## src/cpu_config.svh

```systemverilog
`ifndef CPU_CONFIG_SVH
`define CPU_CONFIG_SVH

// Data and address word
`define CPU_WORD_WIDTH 32

// Register file geometry
`define CPU_REG_COUNT 32
`define CPU_REG_ADDR_WIDTH 5

// Instruction fields
`define CPU_IMM_WIDTH 16
`define CPU_OPCODE_WIDTH 6

// Data memory is addressed by the low immediate bits
`define CPU_DATA_ADDR_WIDTH 9

`endif

```

## src/cpuPkg.sv

```systemverilog
package cpuPkg;

  // Control FSM states
  typedef enum logic [3:0] {
    resetState,
    fetch,
    decode,
    executeReg,
    executeImmSigned,
    executeImmZero,
    aluWriteBack,
    loadRead,
    loadWriteBack,
    storeRead,
    storeWrite,
    branchRead,
    branchDone,
    jumpDone
  } cpuState;

  // Opcode bits 5:4
  typedef enum logic [1:0] {classJumpNop, classReg, classBranch, classImm} opClass;

  // Opcode bits 3:0 double as the ALU operation
  typedef enum logic [3:0] {
    aluAdd = 4'd2,
    aluSub = 4'd3,
    aluOr  = 4'd4,
    aluAnd = 4'd5,
    aluXor = 4'd6,
    aluSlt = 4'd7
  } aluOp;

  // Low opcode codes that are not ALU operations
  localparam logic [3:0] codeJump   = 4'd1;
  localparam logic [3:0] codeBranch = 4'd0;
  localparam logic [3:0] codeLoad   = 4'd11;
  localparam logic [3:0] codeStore  = 4'd12;

  typedef enum logic [1:0] {srcBReg, srcBOne, srcBSignImm, srcBZeroImm} aluSrcBSel;

  typedef enum logic [1:0] {pcFromAlu, pcFromAluOut, pcFromJump} pcSourceSel;

endpackage

```

## src/alu.sv

```systemverilog
`timescale 1ns/100ps
`include "cpu_config.svh"

module alu import cpuPkg::*; (
  input  logic [`CPU_WORD_WIDTH-1:0] srcA,
  input  logic [`CPU_WORD_WIDTH-1:0] srcB,
  input  aluOp                       op,
  output logic [`CPU_WORD_WIDTH-1:0] result,
  output logic                       zero
);

  always_comb begin
    case (op)
      aluAdd: result = srcA + srcB;
      aluSub: result = srcA - srcB;
      aluOr:  result = srcA | srcB;
      aluAnd: result = srcA & srcB;
      aluXor: result = srcA ^ srcB;
      // Signed compare, result is 1 or 0
      aluSlt: begin
        if ($signed(srcA) < $signed(srcB)) begin
          result = `CPU_WORD_WIDTH'(1);
        end else begin
          result = '0;
        end
      end
      default: result = '0;
    endcase
  end

  // Used by BEQ after a subtract
  assign zero = (result == '0);

endmodule

```

## src/controlFsm.sv

```systemverilog
`timescale 1ns/100ps
`include "cpu_config.svh"

module controlFsm import cpuPkg::*; (
  input  logic                          clk,
  input  logic                          reset,
  input  logic [`CPU_OPCODE_WIDTH-1:0]  opcode,
  output logic                          pcWrite,
  output logic                          pcWriteCond,
  output logic                          irWrite,
  output logic                          regWrite,
  output logic                          dataWrite,
  output logic                          aluSrcA,
  output logic                          regReadSel,
  output logic                          memToReg,
  output aluSrcBSel                     aluSrcB,
  output pcSourceSel                    pcSource,
  output aluOp                          aluSel
);

  cpuState    state;
  cpuState    stateNext;
  logic       pcWriteNext;
  logic       pcWriteCondNext;
  logic       irWriteNext;
  logic       regWriteNext;
  logic       dataWriteNext;
  logic       aluSrcANext;
  logic       regReadSelNext;
  logic       memToRegNext;
  aluSrcBSel  aluSrcBNext;
  pcSourceSel pcSourceNext;
  aluOp       aluSelNext;

  // Controls for the state being entered, registered on the same edge
  always_comb begin
    stateNext       = state;
    pcWriteNext     = 1'b0;
    pcWriteCondNext = 1'b0;
    irWriteNext     = 1'b0;
    regWriteNext    = 1'b0;
    dataWriteNext   = 1'b0;
    aluSrcANext     = 1'b0;
    regReadSelNext  = 1'b0;
    memToRegNext    = 1'b0;
    aluSrcBNext     = srcBOne;
    pcSourceNext    = pcFromAlu;
    aluSelNext      = aluAdd;

    case (state)
      resetState: stateNext = fetch;
      fetch: begin
        stateNext = decode;
        // Branch target PC+1+imm goes into ALU-out while decoding
        aluSrcBNext = srcBSignImm;
      end
      decode: begin
        // NOP and undefined opcodes fall back to fetch
        stateNext = fetch;
        case (opClass'(opcode[5:4]))
          classReg: begin
            case (opcode[3:0])
              aluAdd, aluSub, aluOr, aluAnd, aluXor, aluSlt: begin
                stateNext   = executeReg;
                aluSrcANext = 1'b1;
                aluSrcBNext = srcBReg;
                aluSelNext  = aluOp'(opcode[3:0]);
              end
              default: stateNext = fetch;
            endcase
          end
          classImm: begin
            case (opcode[3:0])
              aluAdd, aluSub, aluSlt: begin
                stateNext   = executeImmSigned;
                aluSrcANext = 1'b1;
                aluSrcBNext = srcBSignImm;
                aluSelNext  = aluOp'(opcode[3:0]);
              end
              aluOr, aluAnd, aluXor: begin
                stateNext   = executeImmZero;
                aluSrcANext = 1'b1;
                aluSrcBNext = srcBZeroImm;
                aluSelNext  = aluOp'(opcode[3:0]);
              end
              codeLoad: stateNext = loadRead;
              codeStore: begin
                stateNext      = storeRead;
                regReadSelNext = 1'b1;
              end
              default: stateNext = fetch;
            endcase
          end
          classBranch: begin
            if (opcode[3:0] == codeBranch) begin
              stateNext      = branchRead;
              regReadSelNext = 1'b1;
              aluSrcBNext    = srcBSignImm;
            end
          end
          default: begin
            if (opcode[3:0] == codeJump) begin
              stateNext    = jumpDone;
              pcWriteNext  = 1'b1;
              pcSourceNext = pcFromJump;
            end
          end
        endcase
      end
      executeReg, executeImmSigned, executeImmZero: begin
        stateNext    = aluWriteBack;
        regWriteNext = 1'b1;
      end
      loadRead: begin
        stateNext    = loadWriteBack;
        regWriteNext = 1'b1;
        memToRegNext = 1'b1;
      end
      storeRead: begin
        stateNext     = storeWrite;
        dataWriteNext = 1'b1;
      end
      branchRead: begin
        // Compare rs against rd, target already waits in ALU-out
        stateNext       = branchDone;
        pcWriteCondNext = 1'b1;
        pcSourceNext    = pcFromAluOut;
        aluSelNext      = aluSub;
        aluSrcANext     = 1'b1;
        aluSrcBNext     = srcBReg;
      end
      default: stateNext = fetch;
    endcase

    // Fetch loads IR and steps PC to PC+1
    if (stateNext == fetch) begin
      pcWriteNext = 1'b1;
      irWriteNext = 1'b1;
    end
  end

  always_ff @(posedge clk) begin
    if (reset) begin
      state       <= resetState;
      pcWrite     <= 1'b0;
      pcWriteCond <= 1'b0;
      irWrite     <= 1'b0;
      regWrite    <= 1'b0;
      dataWrite   <= 1'b0;
      aluSrcA     <= 1'b0;
      regReadSel  <= 1'b0;
      memToReg    <= 1'b0;
      aluSrcB     <= srcBOne;
      pcSource    <= pcFromAlu;
      aluSel      <= aluAdd;
    end else begin
      state       <= stateNext;
      pcWrite     <= pcWriteNext;
      pcWriteCond <= pcWriteCondNext;
      irWrite     <= irWriteNext;
      regWrite    <= regWriteNext;
      dataWrite   <= dataWriteNext;
      aluSrcA     <= aluSrcANext;
      regReadSel  <= regReadSelNext;
      memToReg    <= memToRegNext;
      aluSrcB     <= aluSrcBNext;
      pcSource    <= pcSourceNext;
      aluSel      <= aluSelNext;
    end
  end

endmodule

```

## src/datapath.sv

```systemverilog
`timescale 1ns/100ps
`include "cpu_config.svh"

module datapath import cpuPkg::*; (
  input  logic                              clk,
  input  logic                              reset,
  input  logic                              pcWrite,
  input  logic                              pcWriteCond,
  input  logic                              irWrite,
  input  logic                              regWrite,
  input  logic                              aluSrcA,
  input  logic                              regReadSel,
  input  logic                              memToReg,
  input  aluSrcBSel                         aluSrcB,
  input  pcSourceSel                        pcSource,
  input  aluOp                              aluSel,
  input  logic [`CPU_WORD_WIDTH-1:0]        instr,
  input  logic [`CPU_WORD_WIDTH-1:0]        dataReadData,
  output logic [`CPU_OPCODE_WIDTH-1:0]      opcode,
  output logic [`CPU_WORD_WIDTH-1:0]        instrAddr,
  output logic [`CPU_DATA_ADDR_WIDTH-1:0]   dataAddr,
  output logic [`CPU_WORD_WIDTH-1:0]        dataWriteData
);

  logic [`CPU_WORD_WIDTH-1:0]     pc;
  logic [`CPU_WORD_WIDTH-1:0]     ir;
  logic [`CPU_WORD_WIDTH-1:0]     aReg;
  logic [`CPU_WORD_WIDTH-1:0]     bReg;
  logic [`CPU_WORD_WIDTH-1:0]     aluOut;
  logic [`CPU_WORD_WIDTH-1:0]     mdr;
  logic [`CPU_WORD_WIDTH-1:0]     pcNext;
  logic [`CPU_IMM_WIDTH-1:0]      imm;
  logic [`CPU_WORD_WIDTH-1:0]     signImm;
  logic [`CPU_WORD_WIDTH-1:0]     zeroImm;
  logic [`CPU_WORD_WIDTH-1:0]     jumpTarget;
  logic [`CPU_REG_ADDR_WIDTH-1:0] readAddrB;
  logic [`CPU_WORD_WIDTH-1:0]     readDataA;
  logic [`CPU_WORD_WIDTH-1:0]     readDataB;
  logic [`CPU_WORD_WIDTH-1:0]     writeData;
  logic [`CPU_WORD_WIDTH-1:0]     aluA;
  logic [`CPU_WORD_WIDTH-1:0]     aluB;
  logic [`CPU_WORD_WIDTH-1:0]     aluResult;
  logic                           aluZero;
  logic                           pcEnable;

  // Instruction fields
  assign opcode = ir[31:26];
  assign imm    = ir[`CPU_IMM_WIDTH-1:0];

  assign signImm = {{(`CPU_WORD_WIDTH-`CPU_IMM_WIDTH){imm[`CPU_IMM_WIDTH-1]}}, imm};
  assign zeroImm = {{(`CPU_WORD_WIDTH-`CPU_IMM_WIDTH){1'b0}}, imm};

  // PC already holds PC+1 when J completes
  assign jumpTarget = pc + signImm;

  // Port B reads rt for ALU work, rd for branch and store
  assign readAddrB = regReadSel ? ir[25:21] : ir[15:11];
  assign writeData = memToReg ? mdr : aluOut;

  registerFile registerFile_i (
    .clk         (clk),
    .reset       (reset),
    .readAddrA   (ir[20:16]),
    .readAddrB   (readAddrB),
    .writeAddr   (ir[25:21]),
    .writeData   (writeData),
    .writeEnable (regWrite),
    .readDataA   (readDataA),
    .readDataB   (readDataB)
  );

  assign aluA = aluSrcA ? aReg : pc;

  always_comb begin
    case (aluSrcB)
      srcBReg:     aluB = bReg;
      srcBOne:     aluB = `CPU_WORD_WIDTH'(1);
      srcBSignImm: aluB = signImm;
      default:     aluB = zeroImm;
    endcase
  end

  alu alu_i (
    .srcA   (aluA),
    .srcB   (aluB),
    .op     (aluSel),
    .result (aluResult),
    .zero   (aluZero)
  );

  always_comb begin
    case (pcSource)
      pcFromAluOut: pcNext = aluOut;
      pcFromJump:   pcNext = jumpTarget;
      default:      pcNext = aluResult;
    endcase
  end

  // Branch only writes when rs equals rd
  assign pcEnable = pcWrite | (pcWriteCond & aluZero);

  always_ff @(posedge clk) begin
    if (reset) begin
      pc <= '0;
      ir <= '0;
    end else begin
      if (pcEnable) begin
        pc <= pcNext;
      end
      if (irWrite) begin
        ir <= instr;
      end
    end
  end

  // Working registers reload every cycle
  always_ff @(posedge clk) begin
    aReg   <= readDataA;
    bReg   <= readDataB;
    aluOut <= aluResult;
    mdr    <= dataReadData;
  end

  assign instrAddr     = pc;
  assign dataAddr      = imm[`CPU_DATA_ADDR_WIDTH-1:0];
  assign dataWriteData = bReg;

endmodule

```

## src/multiCycleCpu.sv

```systemverilog
`timescale 1ns/100ps
`include "cpu_config.svh"

module multiCycleCpu import cpuPkg::*; (
  input  logic                              clk,
  input  logic                              reset,
  input  logic [`CPU_WORD_WIDTH-1:0]        instr,
  input  logic [`CPU_WORD_WIDTH-1:0]        dataReadData,
  output logic [`CPU_WORD_WIDTH-1:0]        instrAddr,
  output logic [`CPU_DATA_ADDR_WIDTH-1:0]   dataAddr,
  output logic [`CPU_WORD_WIDTH-1:0]        dataWriteData,
  output logic                              dataWrite
);

  logic                          pcWrite;
  logic                          pcWriteCond;
  logic                          irWrite;
  logic                          regWrite;
  logic                          aluSrcA;
  logic                          regReadSel;
  logic                          memToReg;
  aluSrcBSel                     aluSrcB;
  pcSourceSel                    pcSource;
  aluOp                          aluSel;
  logic [`CPU_OPCODE_WIDTH-1:0]  opcode;

  controlFsm controlFsm_i (
    .clk         (clk),
    .reset       (reset),
    .opcode      (opcode),
    .pcWrite     (pcWrite),
    .pcWriteCond (pcWriteCond),
    .irWrite     (irWrite),
    .regWrite    (regWrite),
    .dataWrite   (dataWrite),
    .aluSrcA     (aluSrcA),
    .regReadSel  (regReadSel),
    .memToReg    (memToReg),
    .aluSrcB     (aluSrcB),
    .pcSource    (pcSource),
    .aluSel      (aluSel)
  );

  datapath datapath_i (
    .clk           (clk),
    .reset         (reset),
    .pcWrite       (pcWrite),
    .pcWriteCond   (pcWriteCond),
    .irWrite       (irWrite),
    .regWrite      (regWrite),
    .aluSrcA       (aluSrcA),
    .regReadSel    (regReadSel),
    .memToReg      (memToReg),
    .aluSrcB       (aluSrcB),
    .pcSource      (pcSource),
    .aluSel        (aluSel),
    .instr         (instr),
    .dataReadData  (dataReadData),
    .opcode        (opcode),
    .instrAddr     (instrAddr),
    .dataAddr      (dataAddr),
    .dataWriteData (dataWriteData)
  );

endmodule

```

## src/registerFile.sv

```systemverilog
`timescale 1ns/100ps
`include "cpu_config.svh"

module registerFile (
  input  logic                            clk,
  input  logic                            reset,
  input  logic [`CPU_REG_ADDR_WIDTH-1:0]  readAddrA,
  input  logic [`CPU_REG_ADDR_WIDTH-1:0]  readAddrB,
  input  logic [`CPU_REG_ADDR_WIDTH-1:0]  writeAddr,
  input  logic [`CPU_WORD_WIDTH-1:0]      writeData,
  input  logic                            writeEnable,
  output logic [`CPU_WORD_WIDTH-1:0]      readDataA,
  output logic [`CPU_WORD_WIDTH-1:0]      readDataB
);

  logic [`CPU_WORD_WIDTH-1:0] regs [`CPU_REG_COUNT];

  // Reads are asynchronous
  assign readDataA = regs[readAddrA];
  assign readDataB = regs[readAddrB];

  always_ff @(posedge clk) begin
    if (reset) begin
      for (int i = 0; i < `CPU_REG_COUNT; i++) begin
        regs[i] <= '0;
      end
    end else if (writeEnable) begin
      regs[writeAddr] <= writeData;
    end
  end

endmodule

```

## config.mk

```make
export PLATFORM = sky130hd
export DESIGN_NAME = multiCycleCpu
export DESIGN_NICKNAME = d
export VERILOG_FILES = /design/src/cpuPkg.sv /design/src/alu.sv /design/src/controlFsm.sv /design/src/datapath.sv /design/src/multiCycleCpu.sv /design/src/registerFile.sv
export VERILOG_INCLUDE_DIRS = /design/src
export SDC_FILE = /design/constraint.sdc
export NUM_CORES = 2
export LEC_CHECK = 0
export BUFFER_PORTS_ARGS = -buffer_cell sky130_fd_sc_hd__buf_4
export CAP_MARGIN = 0
export CORE_MARGIN = 8
export CORE_UTILIZATION = 60
export DETAILED_ROUTE_END_ITERATION = 12
export PLACE_DENSITY = 0.77
export SLEW_MARGIN = 20
export SYNTH_ARGS = -nofsm -noshare
export SYNTH_HDL_FRONTEND = slang
export SYNTH_SLANG_ARGS = --single-unit
```

## constraint.sdc

```tcl
create_clock -name clk -period 6.7 [get_ports clk]
set_clock_uncertainty 0.1 [all_clocks]
set_input_delay 0.67 -clock clk [delete_from_list [all_inputs] [get_ports clk]]
set_output_delay 0.67 -clock clk [all_outputs]
set_load 0.005 [all_outputs]
```

# --- After elaboration in Yosys (flattened, before gate mapping) ---
# Memories as Yosys holds them, arrays and structs flattened. A register that Yosys moved wholly into a read port is not among the register bits.
# Cells that the tools add are included.
totals:
  reg_bits: 148
  memories: 1
  mem_bits_rw: 1024
  inputBits: 66
  elab_cells: 117
  out_inout_bits: 74
classes:
  addsub: 3
  n_eq_ne: 31
  muxes: 47
  n_lt_le_gt_ge: 1
  reduce_logical: 12
  n_bitwise: 6
mem_list:
  columns: ["name", "words", "width", "read_ports", "rd_ports_with_merged_regs", "wr", "line", "source"]
  rows:
  - ["datapath_i.registerFile_i.regs", 32, 32, 2, 2, 32, "registerFile.sv:16", "logic [`CPU_WORD_WIDTH-1:0] regs [`CPU_REG_COUNT];"]
ops:
  columns: ["cell", "count"]
  rows:
  - ["case mux 32 bit (6 select lines)", 1]
  - ["two-way mux 32 bit", 3]
  - ["case mux 32 bit (3 select lines)", 1]
  - ["adder 32 bit", 2]
  - ["case mux 32 bit (2 select lines)", 1]
  - ["equality test 4 x 3 -> 1 bit (second input constant)", 11]
  - ["AND 32 bit", 1]
  - ["logical NOT 32 bit", 1]
  - ["< comparator 32 bit", 1]
  - ["bitwise OR 32 bit", 1]
  - ["OR reduction 32 bit", 1]
  - ["subtractor 32 bit", 1]
  - ["bitwise XOR 32 bit", 1]
  - ["equality test 4 x 2 -> 1 bit (second input constant)", 6]
  - ["case mux 4 bit (6 select lines)", 1]
  - ["two-way mux 1 bit", 21]
  - ["equality test 4 bit (second input constant)", 4]
  - ["two-way mux 4 bit", 4]
  - ["case mux 4 bit (4 select lines)", 1]
  - ["equality test 4 x 1 -> 1 bit (second input constant)", 3]
  - ["case mux 2 bit (3 select lines)", 2]
  - ["case mux 4 bit (3 select lines)", 1]
  - ["OR reduction 3 bit", 4]
  - ["two-way mux 5 bit", 2]
  - ["14 further kinds", 25]

# --- Longest topological paths before layout ---
depth:
  depth_word: 8
  mapped_depth: 19
  depth_no_buf: 16

# --- Cells and area by module ---
# From an unflattened synthesis, not the netlist that was laid out.
hier_totals:
  cells_unflattened: 6436
  area_unflattened_um2: 71248.3
by_module_without_submodules:
  columns: ["module", "cells_per_inst", "seq_area_each_um2", "instances", "area_per_inst_um2"]
  rows:
  - ["registerFile", 4640, 30749.5, 1, 56331.5]
  - ["datapath", 811, 3843.7, 1, 8276.7]
  - ["alu", 880, 0.0, 1, 5744.3]
  - ["controlFsm", 105, 380.4, 1, 895.9]

# --- Least setup slack after synthesis ---
# OpenSTA, ideal clock, no wires.
synth_path:
  path_kind: "flip-flop to flip-flop"
  from: "register datapath_i.ir[15]"
  to: "register datapath_i.pc[23] (netlist: datapath_i.instrAddr[23])"
  t_arrival_ps: 4404
  path_slack_ps: 2073
  period_less_slack_ps: 4627
  stages_incl_launch_ff: 18
  setup_time_ps: 123
  cell_sequence: "dfxtp_1 and3b_1 clkbuf_1 clkbuf_1 a21oi_1 ha_1 clkbuf_1 inv_1 o311ai_1 a2111oi_0 nor2_1 a21oi_1 mux2_2 a211o_1 nor3_1 and4_1 a41oi_4 mux2_1"
synth_via:
  word_cells_on_any_way: 14
synth_lines:
  columns: ["item", "line", "source"]
  rows:
  - ["start: declaration", "datapath.sv:26", "logic [`CPU_WORD_WIDTH-1:0] ir;"]
  - ["start signal: assignment", "datapath.sv:111", "ir <= instr;"]
  - ["case mux 32 bit (3 select lines) (*)", "datapath.sv:75", "case (aluSrcB)"]
  - ["subtractor 32 bit, or another cell as far along", "alu.sv:15", "aluSub: result = srcA - srcB;"]
  - ["case mux 32 bit (6 select lines) (*)", "alu.sv:13", "case (op)"]
  - ["via datapath_i.aluResult[27]", "datapath.sv:42", "logic [`CPU_WORD_WIDTH-1:0] aluResult;"]
  - ["logical NOT 32 bit (*)", "alu.sv:32", "assign zero = (result == '0);"]
  - ["AND 1 bit (*)", "datapath.sv:100", "assign pcEnable = pcWrite | (pcWriteCond & aluZero);"]
  - ["bitwise OR 1 bit (*)", "datapath.sv:100", null]
  - ["end signal: assignment", "datapath.sv:108", "pc <= pcNext;"]
  - ["end: declaration", "datapath.sv:25", "logic [`CPU_WORD_WIDTH-1:0] pc;"]
# Mark *: on every way through the listed nets, which the timed path passes. The rest lies on a longest branch.
# A chain may end at the register's enable or synchronous reset.

# --- Worst setup path in the final report ---
layout_path:
  from: "register controlFsm_i.aluSrcB[1]"
  to: "register datapath_i.pc[0] (netlist: datapath_i.instrAddr[0])"
layout_via:
  elab_chain_len: 8
  word_cells_on_any_way: 16
layout_lines:
  columns: ["item", "line", "source"]
  rows:
  - ["start: declaration", "controlFsm.sv:16", "output aluSrcBSel aluSrcB,"]
  - ["start signal: assignment", "controlFsm.sv:153", "aluSrcB <= srcBOne;"]
  - ["start signal: assignment", "controlFsm.sv:166", "aluSrcB <= aluSrcBNext;"]
  - ["equality test 2 bit, or another cell as far along", "datapath.sv:75", null]
  - ["case mux 32 bit (3 select lines) (*)", "datapath.sv:75", null]
  - ["< comparator 32 bit", "alu.sv:21", "if ($signed(srcA) < $signed(srcB)) begin"]
  - ["two-way mux 1 bit", "alu.sv:21", null]
  - ["case mux 32 bit (6 select lines) (*)", "alu.sv:13", null]
  - ["logical NOT 32 bit", "alu.sv:32", null]
  - ["AND 1 bit", "datapath.sv:100", null]
  - ["bitwise OR 1 bit", "datapath.sv:100", null]
# Every way passes the cells marked *; elsewhere a longest branch is shown, timed or not.

==> qor.json <==
{
  "routed_wl": {"value": 237000, "unit": "um"},
  "worst_slack": {"value": 0.811, "unit": "ns"},
  "ctsResizeCount": {"value": 0},
  "die_area": {"value": 122000, "unit": "um^2"},
  "drt_iter0_drc": {"value": 8384},
  "core_area": {"value": 110000, "unit": "um^2"},
  "drv_cap": {"value": 0},
  "critPathBufInv": {"value": 2},
  "hp-class": {"value": "in -> reg"},
  "synth_seq_area_share": {"value": 52.6, "unit": "%"},
  "fillers": {"value": 7477},
  "timing.critical_path.slowest_cell_delay": {"value": 0.73, "unit": "ns"},
  "cp_data_arrival_time": {"value": 6.40, "unit": "ns"},
  "netlist_area": {"value": 66500, "unit": "um^2"},
  "boundaryPins": {"value": 140},
  "grt_setup_unrepaired": {"value": "no"},
  "status": {"value": "completed"},
  "tritoncts.num_buffers": {"value": 133},
  "synth-async-reset-ratio": {"value": 0, "unit": "%"},
  "detailedRoute.firstPassIterationCount": {"value": 7},
  "globalRoute.totalOverflow": {"value": 0},
  "cts.clk_slew.worst_paths": {"value": 0.06, "unit": "ns"},
  "first_global_vias": {"value": 50200},
  "worstPathCellList": {"value": "nor2_2, buf_4, a22o_1, ha_1, a21o_1, a31oi_1, o21ai_1, o2111ai_1, a21oi_1, o32ai_1, nand4_1, nor3_1, and4_1, a41oi_4, buf_12, mux2i_1"},
  "slew_headroom": {"value": 15.3, "unit": "%"},
  "crit_path_top_delay_cell": {"value": "o2111ai_1"},
  "final_cell_area": {"value": 74400, "unit": "um^2"},
  "leading_cell_type_in_the_layout_fill_and_taps_excluded": {"value": "nor2_1"},
  "count_of_nets_after_finishing": {"value": 5542},
  "avgViaCountPerCell": {"value": 7.31},
  "syn_avg_cell_area": {"value": 12.3, "unit": "um^2"},
  "final_hold_viol_count": {"value": 0},
  "timing.final.setup_violations": {"value": 0},
  "route.vias.total": {"value": 50700},
  "initial_cell_density_of_the_core": {"value": 60.3, "unit": "%"},
  "tightestPinTransition": {"value": 1.27, "unit": "ns"},
  "synth_warnings": {"value": 0},
  "setup.worst_path.end_class": {"value": "flip-flop"},
  "detail_route.drc_violations": {"value": 0},
  "timing_max_transition_violations_final": {"value": 0},
  "layout_worst_path_cycle_share": {"value": 87.9, "unit": "%"},
  "preCtsSetupSlack": {"value": 0.978, "unit": "ns"},
  "tritoncts": {"value": "yes"},
  "power.density": {"value": 274, "unit": "nW/um^2"},
  "syn-instance-count": {"value": 5391},
  "worst-setup-path-type": {"value": "reg -> reg"},
  "startpoint_type": {"value": "flip-flop"},
  "grt_max_degree": {"value": 129},
  "postSynth.topFlopCell": {"value": "edfxtp_1"},
  "post_cts.repair.setup_buffers": {"value": 0},
  "count_of_input_and_output_buffers": {"value": 139},
  "synthDistinctLibCells": {"value": 90},
  "cts.path.max_buffers": {"value": 3},
  "synth.ff_latch_count": {"value": 1236},
  "synth_fp_nets": {"value": 5589},
  "place.gp.congestion": {"value": 0.992},
  "cts.sinks": {"value": 1236},
  "groute.usage.overall": {"value": 38.0, "unit": "%"},
  "critical_path_required": {"value": 7.21, "unit": "ns"},
  "antenna_found_initial": {"value": 12},
  "max_freq": {"value": 170, "unit": "MHz"},
  "final.setup.tns": {"value": 0, "unit": "ns"},
  "post_route_cells_drive_above_1_share": {"value": 22.7, "unit": "%"},
  "vdd_ir_drop_max": {"value": 0.253, "unit": "mV"},
  "die_boundary_width": {"value": 349, "unit": "um"},
  "clk-insertion-delay-late": {"value": 0.76, "unit": "ns"},
  "cell_family_with_the_largest_share_of_critical_path_delay": {"value": "compound AO/OA/AOI/OAI gates"},
  "layout_min_cycle_time": {"value": 5.89, "unit": "ns"},
  "postPlaceCellArea": {"value": 69300, "unit": "um^2"},
  "ctsRootBufferMaster": {"value": "clkbuf_16"},
  "fp.dieH": {"value": 349, "unit": "um"},
  "synth_edf_count": {"value": 1024},
  "crit_path_max_fanout": {"value": 22},
  "grt_first_pass_wirelength": {"value": 337000, "unit": "um"},
  "routed_wire_length_per_instance": {"value": 34.1, "unit": "um"},
  "ant_nets": {"value": 0},
  "cts-htree-levels": {"value": 4},
  "dp_hpwl": {"value": 143000, "unit": "um"},
  "placement_rows": {"value": 122},
  "syn2layout_area_growth": {"value": 11.9, "unit": "%"},
  "layout.core_utilization": {"value": 67.4, "unit": "%"},
  "mostFrequentLayoutCells": {"value": "nor2_1 (1181), edfxtp_1 (1024), mux4_2 (576)"},
  "leakagePower": {"value": 26.1, "unit": "nW"}
}
metrics by stage:
stage / power [W] / hold slack (ns) / instances
2_1_floorplan: 0.0114 / 0.381 / 5391
3_3_place_gp: 0.0128 / 0.364 / 6644
3_5_place_dp: 0.0128 / 0.387 / 6648
4_1_cts: 0.0201 / 0.0249 / 6922
5_1_grt: 0.0208 / 0.0462 / 6939
6_report: 0.0204 / 0.0530 / 6943
worst paths after layout:
| kind | start | to | slack (ns) | cells after the start |
|---|---|---|---|---|
| min reg2reg | datapath_i.ir[20] | datapath_i.ir[20] | 0.39 | 2 |
| min | instr[2] | datapath_i.ir[2] | 0.05 | 3 |
| max | controlFsm_i.aluSrcB[1] | datapath_i.instrAddr[0] | 0.81 | 16 |
| max reg2reg | controlFsm_i.aluSrcB[1] | datapath_i.instrAddr[0] | 0.81 | 16 |
per-layer routing:
metal  vias to the layer above  track usage, %  share of wire, %
li1                      20000               -                 -
met1                     24600            47.8                32
met2                      4946            58.1                44
met3                      1203            12.9                16
met4                        10            20.8               7.0
met5                         -               0             0.030
flip-flops by register name, summed over array words and instances (netlist names), 32 cells and up:
name                            flops
datapath_i.dataWriteData           32
datapath_i.aReg                    32
datapath_i.aluOut                  32
datapath_i.mdr                     32
datapath_i.instrAddr               32
datapath_i.registerFile_i.regs   1024
datapath_i.ir                      32
power by group:
group / internal [W] / switching, W
registers: 0.00870 / 0.000434
logic: 0.00153 / 0.00230
clock network: 0.00425 / 0.00315
total: 0.0145 / 0.00588
kinds of logic (layout without fill, tap and decap cells):
family	Yosys count	in the layout	synth area share, %
and+or+nand+nor	2052	2052	12.7
DFF	1236	1236	52.6
muxes	753	753	22.3
buffers and inverters	617	677	3.60
AOI/OAI and AO/OA	562	562	5.80
adders and majority gates	132	132	2.52
xor gates and xnor gates	38	38	0.500
other	1	5	0.00564
synthesized netlist by cell type (all sizes together) (9+ instances only):
cell	n	area [um^2]
nor2	1182	4440
edfxtp	1024	30700
mux4	576	13000
nand2	501	1880
clkbuf	395	1480
dfxtp	212	4240
nand3	186	931
ha	129	1610
a21oi	120	604
inv	120	450
o21ai	117	586
mux2i	106	1060
buf	100	454
mux2	71	800
o211ai	48	360
nor3	39	195
a211oi	29	223
xnor2	28	245
nor2b	26	163
a21o	25	188
a221o	25	250
a22o	18	158
a31oi	18	113
nor4	18	119
o21bai	17	128
o31ai	16	125
nand4	15	93.8
o21a	14	105
or3	14	87.6
nand2b	13	81.3
a221oi	12	105
and3	11	68.8
o22ai	11	68.8
o311ai	11	96.3
xor2	10	87.6
o221ai	9	78.8
or2	9	56.3
worst reg2reg max path, stage by stage, from the launching register on:
cell	delay, ns
dfxtp_1	0.43
nor2_2	0.44
buf_4	0.37
a22o_1	0.22
ha_1	0.43
a21o_1	0.28
a31oi_1	0.15
o21ai_1	0.13
o2111ai_1	0.73
a21oi_1	0.17
o32ai_1	0.47
nand4_1	0.16
nor3_1	0.46
and4_1	0.41
a41oi_4	0.35
buf_12	0.30
mux2i_1	0.17
repair_timing:
item,CTS,global route
hold buffers,32,0
hold endpoints to repair,32,0
endpoints found under the setup margin,0,0
layout make-up:
class,count,area (um^2),area share (%)
antenna,4,10.0,0.0135
clock buffer,166,3640,4.90
clock inverter,76,673,0.905
inverter,122,459,0.617
multi-input combinational,3538,29800,40.0
sequential,1236,35000,47.1
tap,1488,1860,2.50
timing repair buffer,313,2980,4.00
No activity file was read; power rests on OpenSTA's default activity.
